**src/include/evacc_config.svh**
```systemverilog
`ifndef EVACC_CONFIG_SVH
`define EVACC_CONFIG_SVH

// event geometry for the memclk side of the accumulator

// number of SURF streams feeding one TURFIO
`define EVACC_NUM_SURFS 7

// 64-bit words that each SURF sends per chunk
`define EVACC_SAMPLES 384

// chunks per event
// the low bit of the chunk number picks the bank
`define EVACC_CHUNKS 4

// width of one SURF word and of the payload data
`define EVACC_DATA_W 64

// address width inside one bank
// 7 x 384 = 2688 words fit in 4096
`define EVACC_BANK_AW 12

`endif

```
**src/source/evacc_pkg.sv**
```systemverilog
`include "evacc_config.svh"

package evacc_pkg;

    // narrow index types
    typedef logic [$clog2(`EVACC_CHUNKS)-1:0]    chunk_num_t;
    typedef logic [$clog2(`EVACC_NUM_SURFS)-1:0] surf_idx_t;
    typedef logic [$clog2(`EVACC_SAMPLES)-1:0]   sample_idx_t;

    // one word from a SURF stream
    typedef struct packed {
        logic                     valid;
        logic [`EVACC_DATA_W-1:0] data;
    } surf_beat_t;

    // write request into the chunk buffer, no handshake
    typedef struct packed {
        logic                      en;
        logic                      bank;
        logic [`EVACC_BANK_AW-1:0] addr;
        logic [`EVACC_DATA_W-1:0]  data;
    } buf_wr_t;

    // read request, data comes back one cycle later
    typedef struct packed {
        logic                      en;
        logic                      bank;
        logic [`EVACC_BANK_AW-1:0] addr;
    } buf_rd_t;

    // chunk number sits above the SURF index
    typedef struct packed {
        chunk_num_t chunk;
        surf_idx_t  surf;
    } payload_ident_t;

    typedef struct packed {
        logic                     valid;
        logic                     last;
        payload_ident_t           ident;
        logic [`EVACC_DATA_W-1:0] data;
    } payload_t;

endpackage

```
**src/source/surf_write_sequencer.sv**
```systemverilog
`timescale 1ns/100ps
`include "evacc_config.svh"

module surf_write_sequencer (
    input  logic                                          memclk,
    input  logic                                          memresetn,
    input  evacc_pkg::surf_beat_t [`EVACC_NUM_SURFS-1:0] surf_i,
    output logic [`EVACC_NUM_SURFS-1:0]                  surf_ready_o,
    input  logic [1:0]                                    bank_full_i,
    output evacc_pkg::buf_wr_t                            buf_wr_o,
    output logic                                          chunk_push_o,
    output evacc_pkg::chunk_num_t                         chunk_num_o
);

    localparam int NS      = `EVACC_NUM_SURFS;
    localparam int SAMPLES = `EVACC_SAMPLES;
    localparam int CHUNKS  = `EVACC_CHUNKS;
    localparam int AW      = `EVACC_BANK_AW;

    // write states are contiguous so the SURF index is state - S_WR0
    typedef enum logic [3:0] {
        S_IDLE,
        S_GATHER,
        S_WR0,
        S_WR1,
        S_WR2,
        S_WR3,
        S_WR4,
        S_WR5,
        S_WR6,
        S_SIGNAL,
        S_BANK_WAIT
    } state_t;

    state_t                  state;
    evacc_pkg::sample_idx_t  sample_cnt;
    evacc_pkg::chunk_num_t   chunk_cnt;
    evacc_pkg::surf_idx_t    widx;
    logic                    in_write;
    logic                    all_valid;
    logic [AW-1:0]           wr_addr;

    // a round starts only when every stream has a word waiting
    always_comb begin
        all_valid = 1'b1;
        for (int k = 0; k < NS; k++) begin
            all_valid &= surf_i[k].valid;
        end
    end

    // which SURF the current write state serves
    always_comb begin
        in_write = (state >= S_WR0) && (state <= S_WR6);
        widx     = in_write ? evacc_pkg::surf_idx_t'(state - S_WR0) : '0;
    end

    // bank layout is SURF index x 384 + sample
    assign wr_addr = AW'(widx) * AW'(SAMPLES) + AW'(sample_cnt);

    // one ready bit at a time, and only over a valid word
    always_comb begin
        for (int k = 0; k < NS; k++) begin
            surf_ready_o[k] = in_write && (widx == evacc_pkg::surf_idx_t'(k)) &&
                              surf_i[k].valid;
        end
    end

    // the accepted word goes straight into the buffer on the same edge
    always_comb begin
        buf_wr_o.en   = in_write && surf_i[widx].valid;
        buf_wr_o.bank = chunk_cnt[0];
        buf_wr_o.addr = wr_addr;
        buf_wr_o.data = surf_i[widx].data;
    end

    assign chunk_push_o = (state == S_SIGNAL);
    assign chunk_num_o  = chunk_cnt;

    always_ff @(posedge memclk) begin
        if (!memresetn) begin
            state      <= S_IDLE;
            sample_cnt <= '0;
            chunk_cnt  <= '0;
        end else begin
            case (state)
                // start of an event
                S_IDLE: begin
                    sample_cnt <= '0;
                    chunk_cnt  <= '0;
                    state      <= S_BANK_WAIT;
                end
                // hold off until the readout frees this chunk's bank
                S_BANK_WAIT: begin
                    if (!bank_full_i[chunk_cnt[0]]) begin
                        state <= S_GATHER;
                    end
                end
                S_GATHER: begin
                    if (all_valid) begin
                        state <= S_WR0;
                    end
                end
                // end of a round
                S_WR6: begin
                    if (sample_cnt == evacc_pkg::sample_idx_t'(SAMPLES - 1)) begin
                        sample_cnt <= '0;
                        state      <= S_SIGNAL;
                    end else begin
                        sample_cnt <= sample_cnt + 1'b1;
                        state      <= S_GATHER;
                    end
                end
                // chunk pushed to the queue during this cycle
                S_SIGNAL: begin
                    chunk_cnt <= chunk_cnt + 1'b1;
                    if (chunk_cnt == evacc_pkg::chunk_num_t'(CHUNKS - 1)) begin
                        state <= S_IDLE;
                    end else begin
                        state <= S_BANK_WAIT;
                    end
                end
                // S_WR0 to S_WR5 simply step to the next SURF
                default: begin
                    state <= state_t'(state + 1'b1);
                end
            endcase
        end
    end

    // gathered words stay valid until taken
    // so each write state handshakes exactly one stream and no other state handshakes any
    a_ready_onehot: assert property (
        @(posedge memclk) disable iff (!memresetn)
        in_write ? $onehot(surf_ready_o) : (surf_ready_o == '0)
    );

endmodule

```
**config.mk**
```make
export PLATFORM = sky130hd
export DESIGN_NAME = surf_write_sequencer
export DESIGN_NICKNAME = d
export VERILOG_FILES = /design/src/source/evacc_pkg.sv /design/src/source/surf_write_sequencer.sv
export VERILOG_INCLUDE_DIRS = /design/src /design/src/include
export SDC_FILE = /design/constraint.sdc
export NUM_CORES = 1
export LEC_CHECK = 0
export BUFFER_PORTS_ARGS = -buffer_cell sky130_fd_sc_hd__clkbuf_2
export CELL_PAD_IN_SITES_DETAIL_PLACEMENT = 1
export CELL_PAD_IN_SITES_GLOBAL_PLACEMENT = 2
export CORE_AREA = 2 2 210 212
export CTS_CLUSTER_DIAMETER = 80
export DETAILED_ROUTE_END_ITERATION = 10
export DIE_AREA = 0 0 212 214
export HOLD_SLACK_MARGIN = 0.1
export PLACE_DENSITY = 0.71
export SETUP_SLACK_MARGIN = 0.05
export SYNTH_ARGS = -nofsm -noshare
export SYNTH_HDL_FRONTEND = slang
export SYNTH_SLANG_ARGS = --single-unit
```
**constraint.sdc**
```tcl
create_clock -name memclk -period 7.6 [get_ports memclk]
set_input_delay 0.76 -clock memclk [delete_from_list [all_inputs] [get_ports memclk]]
set_output_delay 0.76 -clock memclk [all_outputs]
set_load 0.02 [all_outputs]
```
==> metrics.md <==
| Metric | Value |
|---|---|
| Ys async rst share | `0%` |
| First-pass GRT wire length | `55.4 mm` |
| Worst slew pin tran | `0.996 ns` |
| Period utilization | `64.3%` |
| R2r endpoint | `state[3]` |
| Die Span X | `212 microns` |
| Switch Pwr | `2420 uW` |
| Fin. max-slew vios | `0` |
| Placed cell area | `0.00790 sq mm` |
| Reg2Reg Depth | `7` |
| Initial Util | `11.2%` |
| Post-layout util | `18.7%` |
| Reg clk slew, reported paths | `0.05 ns` |
| Pre-CTS setup slack | `2.80 ns` |
| Register bit count reported by yosys | `15` |
| Htree depth | `1` |
| Crit. End Element | `output pin` |
| Synthesized Nets | `1152` |
| Cell internal pwr | `1330 uW` |
| Io pins | `547` |
| Crit start category | `flop` |
| Clk network pwr share | `2.8%` |
| Sequential share of power | `3.8%` |
| Cell row count | `76` |
| Largest net degree at the start of global routing | `73` |
| Critical path arrival | `4.12 ns` |
| Cts bufs inserted | `3` |
| Post-route setup TNS | `0 ns` |
| Hold Path Origin | `sample_cnt[6]` |
| Final Hold Fails | `0` |
| Antenna violations before repair | `13` |
| Die H | `214 microns` |
| Synth warnings | `0` |
| Worst min path class | `flop to flop` |
| Setup CP Type | `flop to output pin` |
| DRT iter0 DRCs | `768` |
| Post-CTS Setup Bufs | `0` |
| R2R Setup Slk | `4.91 ns` |
| Synthesized instance count | `682` |
| Sw Ratio | `64.6%` |
| GRT Util Overall | `16.2%` |
| Crit path required time | `6.84 ns` |
| DP Wirelength | `32.6 mm` |
| PwrDens | `469 mW/mm^2` |
| Core area | `0.0429 sq mm` |
| Die Area | `0.0454 sq mm` |
| EDFF count, synth | `0` |
| Maximum capacitance violations | `0` |
| Post-CTS Resized | `0` |
| Mapped Area | `0.00478 sq mm` |
| GP Congestion | `0.989` |
| CTS max path bufs | `2` |
| Hold endpoint | `sample_cnt[6]` |
| Maximum VDD drop | `0.000181 V` |
| Final min period | `4.88 ns` |
| Vias in the first global route | `8286` |
| Post-Route WL | `39.2 mm` |
| Main synth FF type | `dfxtp_1` |
| CP max FO | `64` |
| Layout cell share with drive strength beyond 1 | `52.9%` |
| Total grt overflow | `0` |
| Final #Nets | `1627` |
| Distinct cell type count after synthesis | `56` |
| Combinational share of power | `93.4%` |
| Vias per inst | `4.55` |
| Vias | `7975` |
| FF-to-FF Start | `state[1]` |
| Final setup vio count | `0` |
| Worst Skew | `0.00748 ns` |
| Relative slew slack | `33.6%` |
| Hold-fix buffers at CTS | `0` |
| DRC viols | `0` |
| Clk sinks | `15` |
| Port Buf Inserts | `546` |
| WHS Path Cells | `1` |
| Sequential share of the synthesized area | `6.28%` |
| Setup WS post-layout | `2.72 ns` |
| Layout filler cell count | `5402` |
| Post-DR wirelength/cell | `22.4 microns` |
| Antenna-violating nets left | `0` |
| RSZ-0062 raised after global routing | `false` |
| Design area | `0.00800 sq mm` |
| Status | `finished clean` |
| Achievable Freq | `0.205 GHz` |
| Overall power | `3750 uW` |
| First drt pass iteration count | `6` |
| Leakage power | `0.00394 uW` |
| Area Growth Syn to Fin | `67.3%` |
| CTS tree | `yes` |
| Clock latency at the later pin of the worst-skew pair | `0.25 ns` |
| Mean post-synth cell area | `7.01 sq um` |
| Clock Tree Root | `clkbuf_16` |
-- placed cells by master, fill, tap and decap left out, drive strengths merged, types with 2 or more instances in the layout --
cell type,count
xor2,2
nand2b,6
a221oi,43
xnor2,3
a41oi,2
nand3b,4
a31oi,4
nor3b,2
and3,8
clkbuf,549
a311oi,4
nand3,31
inv,8
mux2i,29
nor2,16
a2bb2oi,23
dfxtp,15
o21ai,46
nor4,3
a222oi,71
a211o,2
a21oi,111
nand2,102
mux2,15
ha,10
buf,12
nor3,3
a22oi,16
a211oi,3
diode,10
-- registers in the layout, indices dropped and copies added, names as in the netlist --
register	cells
sample_cnt	9
state	4
chunk_num_o	2
-- cell usage after synthesis, types with 2 or more instances --
cell type	instances	area share (%)
a31oi_1	3	0.39
nor4_4	2	0.89
a41oi_1	2	0.37
xnor2_1	3	0.55
a22oi_1	16	2.5
inv_1	5	0.39
buf_4	14	2.2
nand2_1	102	8.0
mux2_2	15	3.5
a211oi_1	2	0.31
dfxtp_1	15	6.3
clkbuf_1	41	3.2
a21oi_1	109	11
a221oi_1	29	5.3
a311oi_1	4	0.73
nand2b_1	5	0.65
mux2i_1	29	6.1
buf_6	7	1.6
nand3b_1	3	0.47
a211o_1	2	0.37
xor2_1	2	0.37
a2bb2oi_1	23	4.2
ha_1	10	2.6
nor3_1	2	0.21
o21ai_0	41	4.3
a222oi_1	71	15
nor3b_1	2	0.31
nand3_1	31	3.2
inv_2	3	0.24
nor2_1	14	1.1
a221oi_2	14	4.4
nor2_2	2	0.26
and3_1	8	1.0
o21ai_1	5	0.52
buf_2	25	2.6
-- final cells by class --
type                    instances  area (sq um)  area share [%]
inverters                       8          30.0           0.375
diodes                         10          25.0           0.313
multi-input cells             571          4010            50.1
well taps                     585           732            9.15
clock inverters                 1          5.00          0.0625
flip-flops and latches         15           305            3.82
clock buffers                   3          75.1           0.938
repair buffers                558          2820            35.3
-- worst max-delay path by stage --
stage	startpoint	endpoint
3_3_place_gp	state[1]	buf_wr_o[74]
4_1_cts	state[1]	buf_wr_o[74]
5_1_grt	state[1]	buf_wr_o[54]
3_5_place_dp	state[1]	buf_wr_o[74]
6_report	state[1]	buf_wr_o[62]
2_1_floorplan	state[0]	buf_wr_o[74]
-- power groups by stage --
stage | combinational (uW) | clock (uW) | sequential, uW
after detailed placement | 3570 | 0 | 146
after global placement | 3530 | 0 | 144
final | 3510 | 105 | 143
after floorplan | 2420 | 0 | 102
after global routing | 3820 | 113 | 149
after CTS | 3580 | 110 | 145
-- layer usage --
| metal | share of wire [%] | up-vias | GRT usage (%) |
|---|---|---|---|
| met5 | 0 | - | 0 |
| met4 | 1.8 | 0 | 4.86 |
| met3 | 5.2 | 26 | 1.76 |
| met2 | 51 | 351 | 29.3 |
| met1 | 42 | 3869 | 20.0 |
| li1 | - | 3729 | - |
-- logic make-up (layout without fill, tap and decap cells) --
logic type                 count (synthesis)  after routing  synth area share (%)
AOI/OAI and AO/OA                        331            331                  52.1
xor gates and xnor gates                   5              5                 0.916
adders and majority gates                 11             11                  3.03
buffers and inverters                     96            570                  10.4
DFF                                       15             15                  6.28
muxes                                     44             44                  9.60
other                                      0             10                     0
and+or+nand+nor                          180            180                  17.7
-- metrics by stage --
| step | hold WS (ns) | instances |
|---|---|---|
| after floorplan | 0.481 | 682 |
| after global placement | 0.527 | 1737 |
| after detailed placement | 0.550 | 1737 |
| after CTS | 0.558 | 1741 |
| after global routing | 0.584 | 1751 |
| final | 0.557 | 1751 |
-- worst max-delay path, cell delays in order (launching register included) --
cell      delay (ns)
dfxtp_4         0.73
buf_4           0.65
nor2_4          0.02
buf_4           0.31
a31oi_4         0.24
buf_4           0.48
buf_4           0.63
a222oi_1        0.16
a21oi_1         0.29
clkbuf_2        0.22
(Power assumes the default switching activity.)
