`config.mk`:
```
export PLATFORM = sky130hd
export DESIGN_NAME = chunk_queue
export DESIGN_NICKNAME = d
export VERILOG_FILES = /design/src/source/evacc_pkg.sv /design/src/source/chunk_queue.sv
export VERILOG_INCLUDE_DIRS = /design/src /design/src/include
export SDC_FILE = /design/constraint.sdc
export NUM_CORES = 1
export LEC_CHECK = 0
export ABC_CLOCK_PERIOD_IN_PS = 1850
export BUFFER_PORTS_ARGS = -buffer_cell sky130_fd_sc_hd__buf_2
export CAP_MARGIN = 20
export CORE_MARGIN = 8
export CORE_UTILIZATION = 48
export DETAILED_ROUTE_END_ITERATION = 10
export GPL_TIMING_DRIVEN = 0
export PLACE_DENSITY = 0.74
export REMOVE_ABC_BUFFERS = 1
export SLEW_MARGIN = 20
export SYNTH_ARGS = -nofsm -noshare
export SYNTH_HDL_FRONTEND = slang
export SYNTH_SLANG_ARGS = --single-unit
```
`constraint.sdc`:
```
create_clock -name memclk -period 1.85 [get_ports memclk]
set_clock_uncertainty 0.05 [all_clocks]
set_input_delay 0.0925 -clock memclk [delete_from_list [all_inputs] [get_ports memclk]]
set_output_delay 0.0925 -clock memclk [all_outputs]
set_load 0.05 [all_outputs]
```
`src/include/evacc_config.svh`:
```
`ifndef EVACC_CONFIG_SVH
`define EVACC_CONFIG_SVH

// event geometry for the memclk side of the accumulator

// number of SURF streams feeding one TURFIO
`define EVACC_NUM_SURFS 7

// 64-bit words that each SURF sends per chunk
`define EVACC_SAMPLES 384

// chunks per event
// the low bit of the chunk number picks the bank
`define EVACC_CHUNKS 4

// width of one SURF word and of the payload data
`define EVACC_DATA_W 64

// address width inside one bank
// 7 x 384 = 2688 words fit in 4096
`define EVACC_BANK_AW 12

`endif

```
`src/source/evacc_pkg.sv`:
```
`include "evacc_config.svh"

package evacc_pkg;

    // narrow index types
    typedef logic [$clog2(`EVACC_CHUNKS)-1:0]    chunk_num_t;
    typedef logic [$clog2(`EVACC_NUM_SURFS)-1:0] surf_idx_t;
    typedef logic [$clog2(`EVACC_SAMPLES)-1:0]   sample_idx_t;

    // one word from a SURF stream
    typedef struct packed {
        logic                     valid;
        logic [`EVACC_DATA_W-1:0] data;
    } surf_beat_t;

    // write request into the chunk buffer, no handshake
    typedef struct packed {
        logic                      en;
        logic                      bank;
        logic [`EVACC_BANK_AW-1:0] addr;
        logic [`EVACC_DATA_W-1:0]  data;
    } buf_wr_t;

    // read request, data comes back one cycle later
    typedef struct packed {
        logic                      en;
        logic                      bank;
        logic [`EVACC_BANK_AW-1:0] addr;
    } buf_rd_t;

    // chunk number sits above the SURF index
    typedef struct packed {
        chunk_num_t chunk;
        surf_idx_t  surf;
    } payload_ident_t;

    typedef struct packed {
        logic                     valid;
        logic                     last;
        payload_ident_t           ident;
        logic [`EVACC_DATA_W-1:0] data;
    } payload_t;

endpackage

```
`src/source/chunk_queue.sv`:
```
`timescale 1ns/100ps

module chunk_queue (
    input  logic                  memclk,
    input  logic                  memresetn,
    input  logic                  push_i,
    input  evacc_pkg::chunk_num_t push_num_i,
    input  logic                  pop_i,
    output evacc_pkg::chunk_num_t head_o,
    output logic                  head_valid_o
);

    localparam int DEPTH = 4;
    localparam int PW    = $clog2(DEPTH);

    evacc_pkg::chunk_num_t fifo_mem [DEPTH];
    logic [PW-1:0]         wr_ptr;
    logic [PW-1:0]         rd_ptr;
    logic [PW:0]           count;
    logic                  do_pop;

    // popping an empty queue is ignored
    assign do_pop       = pop_i && (count != '0);
    assign head_o       = fifo_mem[rd_ptr];
    assign head_valid_o = (count != '0);

    always_ff @(posedge memclk) begin
        if (push_i) begin
            fifo_mem[wr_ptr] <= push_num_i;
        end
    end

    always_ff @(posedge memclk) begin
        if (!memresetn) begin
            wr_ptr <= '0;
            rd_ptr <= '0;
            count  <= '0;
        end else begin
            if (push_i) begin
                wr_ptr <= wr_ptr + 1'b1;
            end
            if (do_pop) begin
                rd_ptr <= rd_ptr + 1'b1;
            end
            case ({push_i, do_pop})
                2'b10:   count <= count + 1'b1;
                2'b01:   count <= count - 1'b1;
                default: count <= count;
            endcase
        end
    end

    // two banks bound the chunks in flight, so this never fills
    a_no_push_full: assert property (
        @(posedge memclk) disable iff (!memresetn)
        push_i |-> (count != (PW+1)'(DEPTH))
    );

endmodule

```
==> results of run 1 <==
-- cell usage after synthesis --
cell type  count  area [sq um]
inv_1          6          22.5
o21ai_0        2          10.0
nand2_1        1          3.75
nor2b_1        3          18.8
xor2_1         2          17.5
fa_1           1          20.0
a21boi_0       1          7.51
edfxtp_1       8           240
or3_2          1          7.51
o311ai_2       1          16.3
mux2i_1        1          10.0
mux4_2         2          45.0
ha_1           5          62.6
o31a_2         1          10.0
xnor2_1        3          26.3
or3_1          1          6.26
dfxtp_1        9           180
and2_1         8          50.1
-- cell families after synthesis --
kind of cell               after synthesis  synth area share [%]
AOI/OAI and AO/OA                        5                  5.81
xor gates and xnor gates                 5                  5.81
adders and majority gates                6                  10.9
buffers and inverters                    6                  2.98
DFF                                     17                  55.7
muxes                                    3                  7.30
and+or+nand+nor                         14                  11.4
-- routing by layer --
| metal | part of all wire, % | wire [um] | vias to the layer above | track usage (%) |
|---|---|---|---|---|
| met2 | 51 | 554 | 9 | 12.7 |
| met1 | 44 | 473 | 213 | 6.96 |
| met3 | 4.1 | 44 | 4 | 2.05 |
| met4 | 1.3 | 14 | 0 | 4.23 |
| met5 | 0 | 0 | - | 0 |
| li1 | - | - | 226 | - |
-- metrics by stage --
step                      cell area [sq um]  setup WS, ps  instances
after global placement                  815         -60.9         80
final                                   897          64.5         89
after global routing                    897          9.95         89
after detailed placement                815          -102         80
after CTS                               895          8.14         89
after floorplan                         754          14.5         56
-- power by group through the flow --
| stage | clock network (mW) | logic [mW] | registers (mW) |
|---|---|---|---|
| floorplan | 0 | 0.333 | 0.512 |
| CTS | 0.194 | 0.471 | 0.507 |
| finish | 0.189 | 0.479 | 0.507 |
| global placement | 0 | 0.389 | 0.523 |
| detailed placement | 0 | 0.403 | 0.525 |
| global route | 0.207 | 0.516 | 0.513 |
-- cell type report --
class	instances	area, sq um
repair buffers	13	82.6
flip-flops and latches	17	429
clock buffers	4	26.3
multi-input cells	33	317
fillers	113	592
well taps	16	20.0
inverters	6	22.5
-- final timing paths --
check                            to  slack, ps  cells after the start
max           count[1]$_SDFFE_PN0P_         60                      6
min          wr_ptr[0]$_SDFFE_PN0P_         60                      2
max reg2reg   count[1]$_SDFFE_PN0P_         60                      6
min reg2reg  wr_ptr[1]$_SDFFE_PN0P_        510                      2
-- timing repair --
| action | in CTS | in global routing |
|---|---|---|
| resized for setup | 7 | 1 |
| pin swaps | 0 | 1 |
| cloned | 0 | 0 |
| setup endpoints to repair | 1 | 1 |
| hold buffers | 2 | 0 |
| buffers inserted | 3 | 0 |
| hold endpoints to repair | 8 | 0 |
==> reports/qor.yml, run 1 <==
clocking:
  clock_path_buffers: 2
  root_buffer: "clkbuf_4"
  cts-buffers-inserted: 3
  htree_levels: 1
  clock_latency_ps: 280
  cts_tree: "built"
  numClockSinks: 17
  clk_pin_slew_ps: 100
timing:
  tightestPinTransition_ps: 256
  setup_viol: 0
  rsz0062_at_grt: "false"
  fmax_mhz: 560
  fin_setup_tns_ps: 0
  layout_min_cycle_time_ps: 1790
  timing.final.crit_share_pct: 96.5
  whs_ps: 56.8
  slew_violations: 0
  relSlewSlack_pct: 83.0
  hold_viol: 0
die:
  die_h_um: 55.6
  io_pins: 9
  die_w_um: 55.6
  rows: 14
  die_area_sq_um: 3100
  initial_core_util_pct: 50.7
  core-area_sq_um: 1490
synthesis:
  ys_types: 18
  synth_seq_cells: 17
  netlist_instances: 56
  synth_warnings: 0
  netlist_area_sq_um: 754
  yosysSeqAreaShare_pct: 55.7
  avgSynthCellArea_sq_um: 13.5
pwr:
  switchingPower_mw: 0.421
  finalPower_mw: 1.18
  p_int_mw: 0.755
  power_frac_comb_pct: 40.8
  powerDensity_nw_per_um2: 1310
  p_leak_nw: 0.349
  switching_share_pct: 35.8
  seqPwrFrac_pct: 43.1
  peakVddDrop_v: 0.000982
  p_clk_share_pct: 16.1
finish:
  antennaDiodeCount: 0
  final_nets: 86
  final_util_pct: 60.3
  syn_to_final_growth_pct: 18.9
  mostFrequentLayoutCells: "and2_1 (8), edfxtp_1 (8), buf_2 (8), inv_1 (6), dfxtp_1 (6)"
  drive_above_1_share_pct: 32.9
route:
  drtIter0Drc: 13
  vias: 452
  wirelength_um: 1090
  drc_errors: 0
  wire_per_inst_um: 12.2
  ant_nets: 0
  viasPerCell: 5.08
  firstDrtPassIters: 4
critical_path:
  cpMaxStageDelayCell: "fa_2"
  cp_top_family: "adder cells"
  start_kind: "flop"
  cp.arrival_ps: 1950
  crit_fanout: 2
  crit_chain: "o31a_2 -> ha_2 -> inv_1 -> fa_2 -> o21ai_0 -> and2_1"
  critical_path_class: "reg -> reg"
  crit_buf_inv: 1
  crit_required_ps: 2020
  reg2reg_from: "count[0]$_SDFFE_PN0P_"
  crit_path_start: "count[0]$_SDFFE_PN0P_"
  cp_slowest_stage_delay_ps: 420
  crit_path_end_kind: "flop"
global_route:
  grt_pass1_vias: 459
  grt_max_degree: 10
  overflow: 0
  antenna_found_initial: 0
  grt_pass1_wl_um: 1800
  gr-usage-all-layers_pct: 7.07
placement:
  gp_congestion: 0.704
  io_buffers: 8
  hpwlAfterDp_um: 815
outcome:
  status: "finished clean"
min_path:
  min_path_type: "in -> reg"
  hold_start: "memresetn"
flow_run:
  drv_cap: 0
Note: power is estimated with default switching activity, not from simulation.
==> run 2: changes to the inputs <==
- ABC_CLOCK_PERIOD_IN_PS: 1850 -> 2100
- CORE_UTILIZATION: 48 -> 58
- PLACE_DENSITY: 0.74 -> 0.83
- clock period: 1.85 -> 2.1 ns (I/O delays scaled with it)
==> reports/qor.yml, run 2 (synthesis gave the netlist of run 1 again) <==
flow_run:
  drv_cap: 0  # unchanged
critical_path:
  start_kind: "flop"
  critical_path_class: "reg -> reg"
  r2r_cells: 7  # +1
  crit_path_end_kind: "flop"
  crit_required_ps: 2270  # +250 ps
  reg2reg_from: "count[2]$_SDFFE_PN0P_"
  reg2reg_to: "count[2]$_SDFFE_PN0P_"
  crit_path_start: "count[2]$_SDFFE_PN0P_"
  cp.arrival_ps: 2110  # +160 ps
  crit_fanout: 5  # +3
  r2r_setup_slack_ps: 150  # +90 ps
timing:
  layout_min_cycle_time_ps: 1950  # +161 ps
  timing.final.crit_share_pct: 92.7  # -3.8 points
  relSlewSlack_pct: 83.1  # about the same
  fmax_mhz: 514  # -8.3%
  rsz0062_at_grt: "false"
  tightestPinTransition_ps: 253  # -3.08 ps
  setup_ws_ps: 153  # +88.8 ps
  setup_viol: 0  # unchanged
  slew_violations: 0  # unchanged
  hold_viol: 0  # unchanged
  fin_setup_tns_ps: 0  # unchanged
placement:
  io_buffers: 8  # unchanged
  gp_congestion: 0.735  # +4.4%
  dp_slack_ps: 127  # +230 ps
die:
  die_w_um: 52.1  # -6.4%
  initial_core_util_pct: 60.2  # +9.6 points
  io_pins: 9  # unchanged
  rows: 13  # -1
  core-area_sq_um: 1250  # -16%
  die_area_sq_um: 2710  # -12%
  die_h_um: 52.1  # -6.4%
clocking:
  cts_tree: "built"
  cts-buffers-inserted: 3  # unchanged
  clk_pin_slew_ps: 100  # about the same
  numClockSinks: 17  # unchanged
  htree_levels: 1  # unchanged
  clock_path_buffers: 2  # unchanged
  root_buffer: "clkbuf_4"
  clock_latency_ps: 280  # about the same
pwr:
  peakVddDrop_v: 0.000630  # -36%
  seqPwrFrac_pct: 46.9  # +3.8 points
  p_leak_nw: 0.335  # -3.9%
  switchingPower_mw: 0.370  # -12%
  p_clk_share_pct: 16.8  # +0.7 points
  powerDensity_nw_per_um2: 1150  # -12%
  power_frac_comb_pct: 36.4  # -4.4 points
  p_int_mw: 0.622  # -18%
  switching_share_pct: 37.3  # +1.5 points
route:
  wirelength_um: 1260  # +16%
  wire_per_inst_um: 14.8  # +21%
  vias: 458  # +1.3%
  drc_errors: 0  # unchanged
  drtIter0Drc: 20  # +7
  viasPerCell: 5.39  # +6.1%
  ant_nets: 0  # unchanged
  firstDrtPassIters: 4  # unchanged
finish:
  nFillCells: 100  # -12%
  syn_to_final_growth_pct: 14.3
  mostFrequentLayoutCells: "and2_1 (8), dfxtp_1 (8), edfxtp_1 (8), buf_2 (8), inv_1 (6)"
  antennaDiodeCount: 0  # unchanged
  final_nets: 83  # -3.5%
  drive_above_1_share_pct: 25.7  # -7.2 points
global_route:
  grt_pass1_wl_um: 2210  # +23%
  overflow: 0  # unchanged
  gr-usage-all-layers_pct: 11.2  # +4.2 points
  grt_pass1_vias: 485  # +5.7%
  grt_max_degree: 11  # +1
  antenna_found_initial: 0  # unchanged
min_path:
  min_path_type: "in -> reg"
  hold_start: "memresetn"
  whs_path_depth: 2  # unchanged
  hold_path_end: "count[0]$_SDFFE_PN0P_"
outcome:
  status: "finished clean"
## run 2: layer usage
metal	track usage, %	part of all wire (%)
met5	0	0
met4	5.31	0.80
met3	3.99	5.7
met2	17.6	47
met1	13.4	46
## run 2: cell type report
type | instances | area, sq um | area share, %
clock buffers | 3 | 22.5 | 2.61
clock inverters | 1 | 5.00 | 0.581
well taps | 15 | 18.8 | 2.18
repair buffers | 10 | 60.1 | 6.97
multi-input cells | 33 | 312 | 36.1
inverters | 6 | 22.5 | 2.61
flip-flops and latches | 17 | 422 | 48.9
## run 2: how the worst max path moves through the flow
stage,slack [ps],end,depth (start not counted)
after global routing,7,count[2]$_SDFFE_PN0P_,7
after CTS,100,count[2]$_SDFFE_PN0P_,7
after floorplan,260,count[2]$_SDFFE_PN0P_,7
after detailed placement,130,count[2]$_SDFFE_PN0P_,7
final,150,count[2]$_SDFFE_PN0P_,7
after global placement,180,count[2]$_SDFFE_PN0P_,7
## run 2: repair_timing
action / CTS / global route
setup buffers: 0 / 0
gates resized for setup: 0 / 1
hold buffers: 2 / 0
endpoints found under the setup margin: 0 / 1
endpoints found under the hold margin: 8 / 0
## run 2: worst max-delay path, cell delays in order (launching register included)
cell and delay (ps):
dfxtp_1 420, o31a_2 190, ha_1 170, inv_1 60, fa_1 380, xor2_1 160
or3_1 300, a21boi_0 150
## run 2: power groups by stage
stage          Clock [mW]  Sequential [mW]  Combinational, mW
3_5_place_dp            0            0.468              0.358
6_report            0.166            0.465              0.361
3_3_place_gp            0            0.460              0.345
5_1_grt             0.191            0.474              0.403
4_1_cts             0.174            0.461              0.362
2_1_floorplan           0            0.451              0.293
## run 2: metrics by stage
| step | cell area (sq um) | utilization (%) | std cells | power [mW] | hold WS (ps) |
|---|---|---|---|---|---|
| final | 862 | 68.8 | 85 | 0.992 | 60.5 |
| after global routing | 862 | 68.8 | 85 | 1.07 | 53.4 |
| after CTS | 861 | 68.7 | 85 | 0.997 | 59.1 |
| after detailed placement | 813 | 64.9 | 79 | 0.826 | 276 |
| after global placement | 813 | 64.9 | 79 | 0.805 | 280 |
| after floorplan | 754 | - | 56 | 0.744 | 154 |
