**config.mk**
```make
export PLATFORM = sky130hd
export DESIGN_NAME = chunk_readout
export DESIGN_NICKNAME = d
export VERILOG_FILES = /design/src/source/evacc_pkg.sv /design/src/source/chunk_readout.sv
export VERILOG_INCLUDE_DIRS = /design/src /design/src/include
export SDC_FILE = /design/constraint.sdc
export NUM_CORES = 1
export LEC_CHECK = 0
export ABC_AREA = 1
export BUFFER_PORTS_ARGS = -buffer_cell sky130_fd_sc_hd__buf_4
export CAP_MARGIN = 20
export CORE_UTILIZATION = 37
export CTS_BUF_LIST = sky130_fd_sc_hd__clkbuf_4
export CTS_CLUSTER_DIAMETER = 60
export DETAILED_ROUTE_END_ITERATION = 8
export GPL_TIMING_DRIVEN = 0
export PLACE_DENSITY = 0.79
export SYNTH_ARGS = -nofsm -noshare
export SYNTH_HDL_FRONTEND = slang
export SYNTH_SLANG_ARGS = --single-unit
```
**constraint.sdc**
```tcl
create_clock -name memclk -period 1.3 [get_ports memclk]
set_clock_uncertainty 0.05 [all_clocks]
set_input_delay 0.065 -clock memclk [delete_from_list [all_inputs] [get_ports memclk]]
set_output_delay 0.065 -clock memclk [all_outputs]
set_load 0.02 [all_outputs]
```
**src/include/evacc_config.svh**
```systemverilog
`ifndef EVACC_CONFIG_SVH
`define EVACC_CONFIG_SVH

// event geometry for the memclk side of the accumulator

// number of SURF streams feeding one TURFIO
`define EVACC_NUM_SURFS 7

// 64-bit words that each SURF sends per chunk
`define EVACC_SAMPLES 384

// chunks per event
// the low bit of the chunk number picks the bank
`define EVACC_CHUNKS 4

// width of one SURF word and of the payload data
`define EVACC_DATA_W 64

// address width inside one bank
// 7 x 384 = 2688 words fit in 4096
`define EVACC_BANK_AW 12

`endif

```
**src/source/evacc_pkg.sv**
```systemverilog
`include "evacc_config.svh"

package evacc_pkg;

    // narrow index types
    typedef logic [$clog2(`EVACC_CHUNKS)-1:0]    chunk_num_t;
    typedef logic [$clog2(`EVACC_NUM_SURFS)-1:0] surf_idx_t;
    typedef logic [$clog2(`EVACC_SAMPLES)-1:0]   sample_idx_t;

    // one word from a SURF stream
    typedef struct packed {
        logic                     valid;
        logic [`EVACC_DATA_W-1:0] data;
    } surf_beat_t;

    // write request into the chunk buffer, no handshake
    typedef struct packed {
        logic                      en;
        logic                      bank;
        logic [`EVACC_BANK_AW-1:0] addr;
        logic [`EVACC_DATA_W-1:0]  data;
    } buf_wr_t;

    // read request, data comes back one cycle later
    typedef struct packed {
        logic                      en;
        logic                      bank;
        logic [`EVACC_BANK_AW-1:0] addr;
    } buf_rd_t;

    // chunk number sits above the SURF index
    typedef struct packed {
        chunk_num_t chunk;
        surf_idx_t  surf;
    } payload_ident_t;

    typedef struct packed {
        logic                     valid;
        logic                     last;
        payload_ident_t           ident;
        logic [`EVACC_DATA_W-1:0] data;
    } payload_t;

endpackage

```
**src/source/chunk_readout.sv**
```systemverilog
`timescale 1ns/100ps
`include "evacc_config.svh"

module chunk_readout (
    input  logic                      memclk,
    input  logic                      memresetn,
    input  evacc_pkg::chunk_num_t     head_i,
    input  logic                      head_valid_i,
    output logic                      pop_o,
    input  logic                      payload_has_space_i,
    output evacc_pkg::buf_rd_t        buf_rd_o,
    input  logic [`EVACC_DATA_W-1:0] rd_data_i,
    output logic                      release_o,
    output logic                      release_bank_o,
    output evacc_pkg::payload_t       payload_o
);

    localparam int NS      = `EVACC_NUM_SURFS;
    localparam int SAMPLES = `EVACC_SAMPLES;
    localparam int AW      = `EVACC_BANK_AW;

    logic                      active;
    evacc_pkg::chunk_num_t     cur_chunk;
    evacc_pkg::surf_idx_t      surf_cnt;
    evacc_pkg::sample_idx_t    sample_cnt;
    logic [AW-1:0]             rd_addr;
    logic                      block_end;
    logic                      chunk_end;
    // stage that lines up with the buffer's read register
    logic                      stage_valid;
    logic                      stage_last;
    evacc_pkg::payload_ident_t stage_ident;

    assign block_end = (sample_cnt == evacc_pkg::sample_idx_t'(SAMPLES - 1));
    assign chunk_end = block_end && (surf_cnt == evacc_pkg::surf_idx_t'(NS - 1));

    // start a chunk only when the consumer can take all of it
    assign pop_o = !active && head_valid_i && payload_has_space_i;

    // reads walk the bank linearly, SURF blocks back to back
    always_comb begin
        buf_rd_o.en   = active;
        buf_rd_o.bank = cur_chunk[0];
        buf_rd_o.addr = rd_addr;
    end

    always_ff @(posedge memclk) begin
        if (pop_o) begin
            cur_chunk <= head_i;
        end
    end

    always_ff @(posedge memclk) begin
        if (!memresetn) begin
            active     <= 1'b0;
            surf_cnt   <= '0;
            sample_cnt <= '0;
            rd_addr    <= '0;
        end else if (pop_o) begin
            active     <= 1'b1;
            surf_cnt   <= '0;
            sample_cnt <= '0;
            rd_addr    <= '0;
        end else if (active) begin
            rd_addr <= rd_addr + 1'b1;
            if (block_end) begin
                sample_cnt <= '0;
                surf_cnt   <= surf_cnt + 1'b1;
            end else begin
                sample_cnt <= sample_cnt + 1'b1;
            end
            // last read of the chunk
            if (chunk_end) begin
                active <= 1'b0;
            end
        end
    end

    // valid and release are control, tag bits ride along
    always_ff @(posedge memclk) begin
        if (!memresetn) begin
            stage_valid <= 1'b0;
            release_o   <= 1'b0;
        end else begin
            stage_valid <= active;
            // one cycle after the final word leaves
            release_o   <= stage_valid && stage_last &&
                           (stage_ident.surf == evacc_pkg::surf_idx_t'(NS - 1));
        end
    end

    always_ff @(posedge memclk) begin
        stage_last        <= active && block_end;
        stage_ident.chunk <= cur_chunk;
        stage_ident.surf  <= surf_cnt;
        release_bank_o    <= stage_ident.chunk[0];
    end

    // data comes straight from the buffer register
    always_comb begin
        payload_o.valid = stage_valid;
        payload_o.last  = stage_last;
        payload_o.ident = stage_ident;
        payload_o.data  = rd_data_i;
    end

endmodule

```
==> results.sh, run 1 <==
export IMPL_synth_largest_area_cell="dfxtp_1"
export IMPL_htree_levels=2
export IMPL_yosys_area_share_simple_pct=24.14
export IMPL_cts_buffers=5
export IMPL_cpMaxStageDelayCell="dfxtp_4"
export IMPL_whs_ps=53.66
export IMPL_cts_path_max_buffers=2
export IMPL_gp_congestion=0.7399
export IMPL_cp_cell_sequence="ha_4 > nand3_4 > nor3_4 > buf_6 > nand3_1 > nand2_1 > nor2_1"
export IMPL_setup_ws_ps=28.27
export IMPL_ys_top_cells_by_count="68 x buf_4, 48 x nand2_1, 34 x dfxtp_1, 25 x nor2_1, 23 x inv_1"
export IMPL_place_inst=419
export IMPL_ir_drop_uv=487.0
export IMPL_synth_xor_area_share_pct=2.160
export IMPL_drc=0
export IMPL_cts_tree="yes"
export IMPL_place_hpwl_mm=3.279
export IMPL_postSynthAreaPerCell_sq_um=7.918
export IMPL_cts_sinks=36
export IMPL_final_nets=441
export IMPL_clockRootBuffer="clkbuf_4"
export IMPL_dr_pass1_iters=4
export IMPL_grt_max_degree=11
export IMPL_seq_area_frac_synth_pct=36.54
export IMPL_clock_latency_ps=330
export IMPL_hold_path_class="in2reg"
export IMPL_met1_usage_pct=16.10
export IMPL_vias=1876
export IMPL_grtUsageMet3_pct=5.030
export IMPL_synth_top_family_by_area="buffers and inverters"
export IMPL_critPathArrivalTime_ps=1460
export IMPL_numPortBuffers=93
export IMPL_use_met2_pct=26.00
export IMPL_yosysWarnings=0
export IMPL_hold_violations=0
export IMPL_synth_enable_flop_cells=2
export IMPL_dieArea_sq_um=5778
export IMPL_crit_path_max_fanout=4
export IMPL_grt_overflow=0
export IMPL_design_core_area_sq_um=5205
export IMPL_drive_gt1_share_pct=58.42
export IMPL_synth_area_leaders="dfxtp_1 34%, buf_4 25%, nand2_1 8.9%, nor2_1 4.6%, inv_1 4.3%"
export IMPL_placed_cell_area_sq_um=2826
export IMPL_die_w_um=76.02
export IMPL_power_density_nw_per_um2=783.0
export IMPL_dpl_worst_slack_ps=-139.3
export IMPL_fin_crit_sh_pct=97.83
export IMPL_grt_busiest_layer="met2"
export IMPL_via_per_inst=4.283
export IMPL_fin_cells=438
export IMPL_startpoint_type="flip-flop"
export IMPL_slew_viol_final=0
export IMPL_routedWlPerCell_um=9.749
export IMPL_initial_core_util_pct=38.94
export IMPL_total_power_uw=2417
export IMPL_drt_total_wl_mm=4.270
export IMPL_tightest_slew_ps=245.5
export IMPL_async_flop_share_pct=0
export IMPL_io_pins=158
export IMPL_ant_nets=0
export IMPL_cap_violations=0
export IMPL_stdcell_area_sq_um=3087
export IMPL_grt_pass1_wl_mm=6.865
export IMPL_synth_main_ff_cell="dfxtp_1"
export IMPL_setup_viol=0
export IMPL_synth_most_common_cell="buf_4"
export IMPL_diodes=0
export IMPL_status="finished clean"
export IMPL_rows=26
export IMPL_synthAdderAreaFrac_pct=2.469
export IMPL_critPathRequiredTime_ps=1490
export IMPL_rsz0062_at_grt="true"
export IMPL_max_freq_mhz=786.3
export IMPL_cts_clk_slew_worst_paths_ps=100
export IMPL_die_y_um=76.02
export IMPL_slowest_delay_ps=380
export IMPL_grt_pass1_vias=1623
export IMPL_relSlewSlack_pct=83.57
export IMPL_period_needed_ps=1272
export IMPL_synth_cell_types=25
export IMPL_worstSetupEndpointType="flip-flop"
export IMPL_synth_top_area_share_pct=33.58
export IMPL_path_buf_inv=1
export IMPL_antenna_found_initial=0
export IMPL_synth_seq_cells=36
export IMPL_nFillCells=467
export IMPL_area_growth_pct=52.28
export IMPL_netlist_area_sq_um=2027
export IMPL_synthMuxAreaShare_pct=0
export IMPL_synth_nets=330
export IMPL_syn_instance_count=256
export IMPL_synth_compound_area_share_pct=3.580
export IMPL_worstSetupPathType="reg2reg"
export IMPL_leakage_uw=0.001566
export IMPL_drtIter0Drc=50
export IMPL_grtUsageTotal_pct=14.38
export IMPL_crit_family="simple AND/OR/NAND/NOR gates"
## logic make-up (layout without fill, tap and decap cells)
family / Yosys count / after routing
simple gates: 101 / 101
buf+inv: 96 / 208
flops: 36 / 36
compound gates: 14 / 14
xor+xnor: 5 / 5
fa+ha+maj: 4 / 4
## final cells by class
type / count / area [sq um] / area share [%]
plain buffers: 70 / 533.0 / 17.27
clock buffers: 7 / 52.55 / 1.702
clock inverters: 1 / 3.754 / 0.1216
inverters: 26 / 107.6 / 3.486
multi-input cells: 124 / 748.2 / 24.24
flip-flops and latches: 36 / 758.2 / 24.56
well taps: 70 / 87.58 / 2.837
repair buffers: 104 / 795.8 / 25.78
## tightest hold or removal path, delay by kind of cell
kind	cells	cell delay [ps]
AND/OR/NAND/NOR	2	130
AO/OA/AOI/OAI	1	50
buffers and inverters	2	160
## layer usage
| layer | vias up | share of wire (%) |
|---|---|---|
| met5 | - | 0 |
| met4 | 0 | 0.73 |
| met1 | 819 | 39 |
| met3 | 7 | 9.3 |
| li1 | 951 | - |
| met2 | 99 | 51 |
## timing repair
action / 4_1_cts / 5_1_grt
hold buffers: 3 / 0
resized for setup: 8 / 26
pin swaps: 3 / 6
gates cloned: 0 / 1
setup buffers: 2 / 5
endpoints found under the hold margin: 5 / 0
setup endpoints to repair: 19 / 18
## flip-flops by register name, indices dropped and copies added (netlist names)
name / count
rd_addr: 12
stage_last: 1
payload_o: 5
active: 1
sample_cnt: 9
release_o: 1
release_bank_o: 1
surf_cnt: 3
cur_chunk: 2
stage_valid: 1
## through the flow
stage,setup TNS [ps],utilization [%]
after floorplan,0,-
after global placement,-644.6,54.30
after detailed placement,-930.8,54.30
after CTS,-6.498,56.88
after global routing,-295.7,59.30
final,0,59.30
## placed cells by master, fill, tap and decap left out, types with 2 or more instances in the layout
cell / count
nand2_2: 5
nor2_4: 3
nor3_4: 2
nor3_2: 2
nor2_2: 3
nand2_1: 44
ha_4: 2
clkbuf_4: 7
edfxtp_1: 2
a31oi_1: 2
nand4_1: 5
dfxtp_2: 5
dfxtp_4: 3
buf_4: 167
buf_6: 4
ha_1: 2
nor2_1: 23
nand2_4: 2
a21oi_1: 7
dlygate4sd3_1: 3
o21ai_0: 2
inv_1: 23
nor3b_1: 2
nand3_4: 2
a21oi_2: 2
xnor2_1: 3
xor2_1: 2
nand3_1: 4
nand3_2: 2
dfxtp_1: 26
## report_power, final
part	internal [uW]	leakage, uW	total (uW)	switching [uW]
logic	350	0.00123	662	312
clock network	250	0.0000338	596	346
registers	1140	0.000299	1160	23.8
total	1730	0.00157	2420	682
## worst paths after layout
check | start | slack [ps] | endpoint | cells after the start
max | sample_cnt[0] | 30 | sample_cnt[8] | 7
min | head_valid_i | 50 | active | 5
max reg2reg | sample_cnt[0] | 30 | sample_cnt[8] | 7
min reg2reg | payload_o[67] | 310 | release_bank_o | 0
No activity file was read; power rests on OpenSTA's default activity.
==> inputs of run 2 (changes only) <==
--- a/config.mk
+++ b/config.mk
@@ -14,6 +14,7 @@
 export CTS_CLUSTER_DIAMETER = 60
 export DETAILED_ROUTE_END_ITERATION = 8
 export GPL_TIMING_DRIVEN = 0
+export HOLD_SLACK_MARGIN = 0.1
 export PLACE_DENSITY = 0.79
 export SYNTH_ARGS = -nofsm -noshare
 export SYNTH_HDL_FRONTEND = slang
==> constraint.sdc (replaced) <==
create_clock -name memclk -period 1.1 [get_ports memclk]
set_clock_uncertainty 0.05 [all_clocks]
set_input_delay 0.055 -clock memclk [delete_from_list [all_inputs] [get_ports memclk]]
set_output_delay 0.055 -clock memclk [all_outputs]
set_load 0.02 [all_outputs]
==> run 2 against run 1 <==
Against the previous run:
- the run now ends with setup timing left
- count of clock-buffer cells in the layout shrank 2
- worst hold slack lost 13 ps
- sequential share of layout area shrank 0.91 points
- cell count grew 2.3%
- die area is the same
- non-clock buffer count grew 10
- sequential cell count is the same
- core utilization grew 4.2 points
- via count grew 3.9%
- register-to-register slack lost 200 ps
- sequential power grew 17%
- first-iteration DRC count grew 30%
- largest power group unchanged
- highest routed layer unchanged
==> results.sh, run 2 (synthesis gave the netlist of run 1 again) <==
export IMPL_layout_commonest_cell="buf_4"
export IMPL_hold_buffers=3
export IMPL_cts_clk_slew_worst_paths_ps=110
export IMPL_routedWlPerCell_um=10.99
export IMPL_hold_violations=0
export IMPL_timing_rr_end="surf_cnt[2]"
export IMPL_grt_pass1_vias=1781
export IMPL_drc=0
export IMPL_nFillCells=416
export IMPL_cts_sinks=36
export IMPL_status="finished, violations left"
export IMPL_cts_tree="yes"
export IMPL_ir_drop_uv=396.5
export IMPL_grt_max_degree=12
export IMPL_area_growth_pct=63.09
export IMPL_period_needed_ps=1275
export IMPL_htree_levels=2
export IMPL_diodes=0
export IMPL_rsz0062_at_grt="true"
export IMPL_setup_ws_ps=-174.9
export IMPL_antenna_found_initial=0
export IMPL_grtUsageTotal_pct=15.94
export IMPL_drtIter0Drc=65
export IMPL_numPortBuffers=93
export IMPL_startpoint_type="flip-flop"
export IMPL_initial_core_util_pct=38.94
export IMPL_critPathArrivalTime_ps=1480
export IMPL_place_hpwl_mm=3.358
export IMPL_dr_pass1_iters=4
export IMPL_io_pins=158
export IMPL_cpMaxStageDelayCell="dfxtp_4"
export IMPL_endpoint="surf_cnt[2]"
export IMPL_setup_viol=29
export IMPL_fin_crit_sh_pct=115.9
export IMPL_leakage_uw=0.001651
export IMPL_gp_congestion=0.7228
export IMPL_die_w_um=76.02
export IMPL_largest_reg_flops=12
export IMPL_layout_common_cells="165 x buf_4, 42 x nand2_1, 23 x inv_1, 20 x nor2_1, 19 x dfxtp_1"
export IMPL_design_core_area_sq_um=5205
export IMPL_path_buf_inv=1
export IMPL_worstSetupPathType="reg2reg"
export IMPL_fin_setup_tns_ps=-2954
export IMPL_ant_nets=0
export IMPL_max_flop_register="rd_addr"
export IMPL_max_freq_mhz=784.4
export IMPL_relSlewSlack_pct=83.48
export IMPL_cp_startpoint="sample_cnt[1]"
export IMPL_clock_latency_ps=350
export IMPL_clockRootBuffer="clkbuf_4"
export IMPL_fin_util_pct=63.51
export IMPL_via_per_inst=4.353
export IMPL_violations="setup timing"
export IMPL_tightest_slew_ps=245.9
export IMPL_cap_violations=0
export IMPL_power_density_nw_per_um2=878.5
export IMPL_crit_path_max_fanout=4
export IMPL_cts_buffers=5
export IMPL_slowest_delay_ps=380
export IMPL_vias=1950
export IMPL_rows=26
export IMPL_dieArea_sq_um=5778
export IMPL_rrSetupSlack_ps=-170
export IMPL_critPathRequiredTime_ps=1310
export IMPL_cp_cell_sequence="ha_4 > nand3_4 > nor3_4 > buf_6 > nand3_1 > nand2_1 > nor2_1"
export IMPL_cts_path_max_buffers=2
export IMPL_cp_num_cells=7
export IMPL_die_y_um=76.02
export IMPL_crit_family="simple AND/OR/NAND/NOR gates"
export IMPL_drt_total_wl_mm=4.922
export IMPL_grt_pass1_wl_mm=7.410
export IMPL_worstSetupEndpointType="flip-flop"
export IMPL_reg2regPathDepth=7
export IMPL_slew_viol_final=0
export IMPL_final_nets=451
export IMPL_drive_gt1_share_pct=64.02
export IMPL_hold_path_class="in2reg"
export IMPL_grt_overflow=0
export IMPL_r2r_start="sample_cnt[1]"
run 2: cell types whose count changed in the layout (fill, tap and decap cells not counted), sizes merged:
cell | before | now
clkinv | 1 | 3
buf | 171 | 181
clkbuf | 7 | 5
run 2: power breakdown:
part           internal (uW)  switching (uW)
Sequential              1330            27.8
Combinational            461             402
Clock                    234             449
Total                   2030             878
run 2: repair_timing:
action                     CTS  global route
hold endpoints to repair     5             1
resized for setup           17            37
setup buffers               12             7
cloned                       1             0
pin swaps                   12            11
setup endpoints to repair   28            33
run 2: how the worst min path moves through the flow:
stage	end	from	slack (ps)	cells past startpoint
global placement	cur_chunk[1]	head_i[1]	180	1
detailed placement	cur_chunk[1]	head_i[1]	180	1
global route	active	head_valid_i	60	5
finish	active	head_valid_i	40	5
CTS	active	payload_has_space_i	40	5
floorplan	stage_valid	memresetn	100	2
run 2: cell type report:
type                       count  area [sq um]  area share [%]
buffer                        69         529.3           16.01
inverter                      26         112.6           3.407
clock inverter                 3         13.76          0.4164
multi-input combinational    124         823.3           24.91
sequential                    36         782.0           23.66
timing repair buffer         115         919.6           27.82
clock buffer                   5         37.54           1.136
tap                           70         87.58           2.650
run 2: stage by stage:
| step | hold WS [ps] | worst slack, ps | instances | cell area (sq um) | power (uW) |
|---|---|---|---|---|---|
| 2_1_floorplan | 102.6 | -135.3 | 256 | 2117 | 1873 |
| 3_3_place_gp | 183.9 | -228.7 | 419 | 2903 | 2118 |
| 3_5_place_dp | 184.9 | -247.7 | 419 | 2903 | 2131 |
| 4_1_cts | 44.82 | -178.2 | 442 | 3141 | 2851 |
| 5_1_grt | 58.62 | -229.8 | 448 | 3306 | 3039 |
| 6_report | 40.42 | -174.9 | 448 | 3306 | 2904 |
run 2: tightest hold or removal path: stages:
cell     delay, ps
buf_4          120
nand3_4         80
nand2_1         50
inv_1           40
a21oi_1         60
run 2: layer usage:
| layer | global-route usage, % | up-vias | share of wire (%) |
|---|---|---|---|
| met5 | 0 | - | 0 |
| met4 | 5.000 | 0 | 1.1 |
| met3 | 7.665 | 7 | 9.3 |
| met2 | 30.45 | 109 | 54 |
| met1 | 14.73 | 869 | 36 |
| li1 | - | 965 | - |
==> inputs of run 3 (changes only) <==
--- a/config.mk
+++ b/config.mk
@@ -13,9 +13,10 @@
 export CTS_BUF_LIST = sky130_fd_sc_hd__clkbuf_4
 export CTS_CLUSTER_DIAMETER = 60
 export DETAILED_ROUTE_END_ITERATION = 8
-export GPL_TIMING_DRIVEN = 0
+export GPL_ROUTABILITY_DRIVEN = 0
 export HOLD_SLACK_MARGIN = 0.1
 export PLACE_DENSITY = 0.79
+export SKIP_LAST_GASP = 1
 export SYNTH_ARGS = -nofsm -noshare
 export SYNTH_HDL_FRONTEND = slang
 export SYNTH_SLANG_ARGS = --single-unit
==> run 3 against run 2 <==
Against the previous run:
- the run still ends with setup timing left
- critical path depth unchanged
- power increased by 4.5%
- global-route usage is the same
- design area down 6.6%
- via count down 6.8%
- first-iteration DRC count grew 7.7%
- sequential power barely moved
- clock power up 36%
- wire length fell by 3.9%
- non-clock buffer count decreased by 53
- sequential share of layout area rose by 1.3 points
- largest power group unchanged
==> results.sh, run 3 (synthesis gave the netlist of run 1 again) <==
export IMPL_nFillCells=417
export IMPL_whs_ps=44.39
export IMPL_total_power_uw=3035
export IMPL_grt_pass1_wl_mm=7.362
export IMPL_hold_violations=0
export IMPL_min_path_cells=5
export IMPL_period_needed_ps=1349
export IMPL_timing_rr_end="surf_cnt[2]"
export IMPL_dpl_worst_slack_ps=-199.9
export IMPL_cp_startpoint="sample_cnt[1]"
export IMPL_cts_sinks=36
export IMPL_slowest_delay_ps=370
export IMPL_grt_pass1_vias=1591
export IMPL_cp_cell_sequence="ha_4 > nand3_4 > nor3_4 > buf_4 > nand3_1 > nand2_1 > nor2_1"
export IMPL_cts_clk_slew_worst_paths_ps=110
export IMPL_grtUsageTotal_pct=15.94
export IMPL_setup_viol=24
export IMPL_max_freq_mhz=741.2
export IMPL_critPathArrivalTime_ps=1540
export IMPL_diodes=0
export IMPL_cts_buffers=5
export IMPL_fin_setup_tns_ps=-3167
export IMPL_grt_max_degree=13
export IMPL_hold_path_class="in2reg"
export IMPL_die_w_um=76.02
export IMPL_dieArea_sq_um=5778
export IMPL_r2r_start="sample_cnt[1]"
export IMPL_cp_num_cells=7
export IMPL_setup_ws_ps=-249.2
export IMPL_io_pins=158
export IMPL_design_core_area_sq_um=5205
export IMPL_final_nets=398
export IMPL_initial_core_util_pct=38.94
export IMPL_status="finished, violations left"
export IMPL_rrSetupSlack_ps=-250
export IMPL_crit_path_max_fanout=4
export IMPL_layout_common_cells="67 x dlygate4sd3_1, 41 x buf_4, 39 x nand2_1, 22 x nor2_1, 22 x dfxtp_1"
export IMPL_hold_buffers=67
export IMPL_antenna_found_initial=0
export IMPL_place_inst=308
export IMPL_dr_pass1_iters=4
export IMPL_reg2regPathDepth=7
export IMPL_die_y_um=76.02
export IMPL_drt_total_wl_mm=4.729
export IMPL_cpMaxStageDelayCell="dfxtp_2"
export IMPL_crit_family="simple AND/OR/NAND/NOR gates"
export IMPL_critPathRequiredTime_ps=1290
export IMPL_leakage_uw=0.001385
export IMPL_max_flop_register="rd_addr"
export IMPL_relSlewSlack_pct=80.77
export IMPL_cts_tree="yes"
export IMPL_ant_nets=0
export IMPL_worstSetupEndpointType="flip-flop"
export IMPL_clockRootBuffer="clkbuf_4"
export IMPL_largest_reg_flops=12
export IMPL_fin_cells=395
export IMPL_drtIter0Drc=70
export IMPL_drc=0
export IMPL_fin_crit_sh_pct=122.7
export IMPL_path_buf_inv=1
export IMPL_worstSetupPathType="reg2reg"
export IMPL_htree_levels=2
export IMPL_routedWlPerCell_um=11.97
export IMPL_cap_violations=0
export IMPL_area_growth_pct=52.35
export IMPL_violations="setup timing"
export IMPL_ir_drop_uv=680.3
export IMPL_endpoint="surf_cnt[2]"
export IMPL_clock_latency_ps=340
export IMPL_power_density_nw_per_um2=982.7
export IMPL_via_per_inst=4.600
export IMPL_slew_viol_final=0
export IMPL_rsz0062_at_grt="true"
export IMPL_vias=1817
export IMPL_layout_commonest_cell="dlygate4sd3_1"
export IMPL_rows=26
export IMPL_drive_gt1_share_pct=36.62
export IMPL_numPortBuffers=29
export IMPL_startpoint_type="flip-flop"
export IMPL_grt_overflow=0
export IMPL_tightest_slew_ps=287.4
export IMPL_cts_path_max_buffers=2
export IMPL_place_hpwl_mm=2.573
-- run 3: cell types whose count changed in the layout (fill, tap and decap cells not counted), moves of 3 or more --
cell | before | now
nor2_2 | 4 | 1
dfxtp_1 | 19 | 22
inv_2 | 0 | 3
nand2_1 | 42 | 39
a21oi_1 | 6 | 9
buf_4 | 165 | 41
dlygate4sd3_1 | 3 | 67
a21oi_2 | 3 | 0
buf_6 | 16 | 20
dfxtp_4 | 9 | 6
-- run 3: layer usage --
layer	wire length, um	part of all wire, %	vias to the layer above	GRT usage [%]
li1	-	-	867	-
met1	1741	37	820	16.52
met2	2535	54	119	30.09
met3	351	7.4	11	5.629
met4	100	2.1	0	4.423
met5	0	0	-	0
-- run 3: repair_timing --
action                     4_1_cts  5_1_grt
pin swaps                       10       13
hold endpoints to repair        69        1
buffers inserted                 7        6
setup endpoints to repair       27       33
gates resized for setup         26       22
-- run 3: worst min path at each step --
stage                        startpoint      endpoint
floorplan                     memresetn   stage_valid
global placement           rd_data_i[0]  payload_o[0]
detailed placement         rd_data_i[0]  payload_o[0]
CTS                 payload_has_space_i        active
global route               head_valid_i        active
finish                     head_valid_i        active
-- run 3: final cells by class --
cell class	count	area, sq um	area share (%)
well taps	70	87.58	2.836
repair buffers	131	1259	40.76
inverters	26	105.1	3.404
clock inverters	3	42.54	1.378
multi-input cells	124	785.8	25.45
flip-flops and latches	36	770.7	24.96
clock buffers	5	37.54	1.216
-- run 3: stage by stage --
stage               utilization (%)  cell area [sq um]
floorplan                         -               2117
global placement              39.62               2062
detailed placement            39.62               2062
CTS                           57.07               2970
global route                  59.33               3088
finish                        59.33               3088
-- run 3: worst register-to-register path, cell delays in order (launching register included) --
cell	delay (ps)
dfxtp_2	370
ha_4	150
nand3_4	80
nor3_4	260
buf_4	160
nand3_1	70
nand2_1	70
nor2_1	40
-- run 3: power breakdown --
| group | leakage, uW | switching (uW) | total [uW] | internal [uW] |
|---|---|---|---|---|
| registers | 0.000302 | 25.9 | 1360 | 1340 |
| clock network | 0.0000412 | 458 | 932 | 474 |
| logic | 0.00104 | 377 | 741 | 364 |
| total | 0.00138 | 861 | 3030 | 2170 |
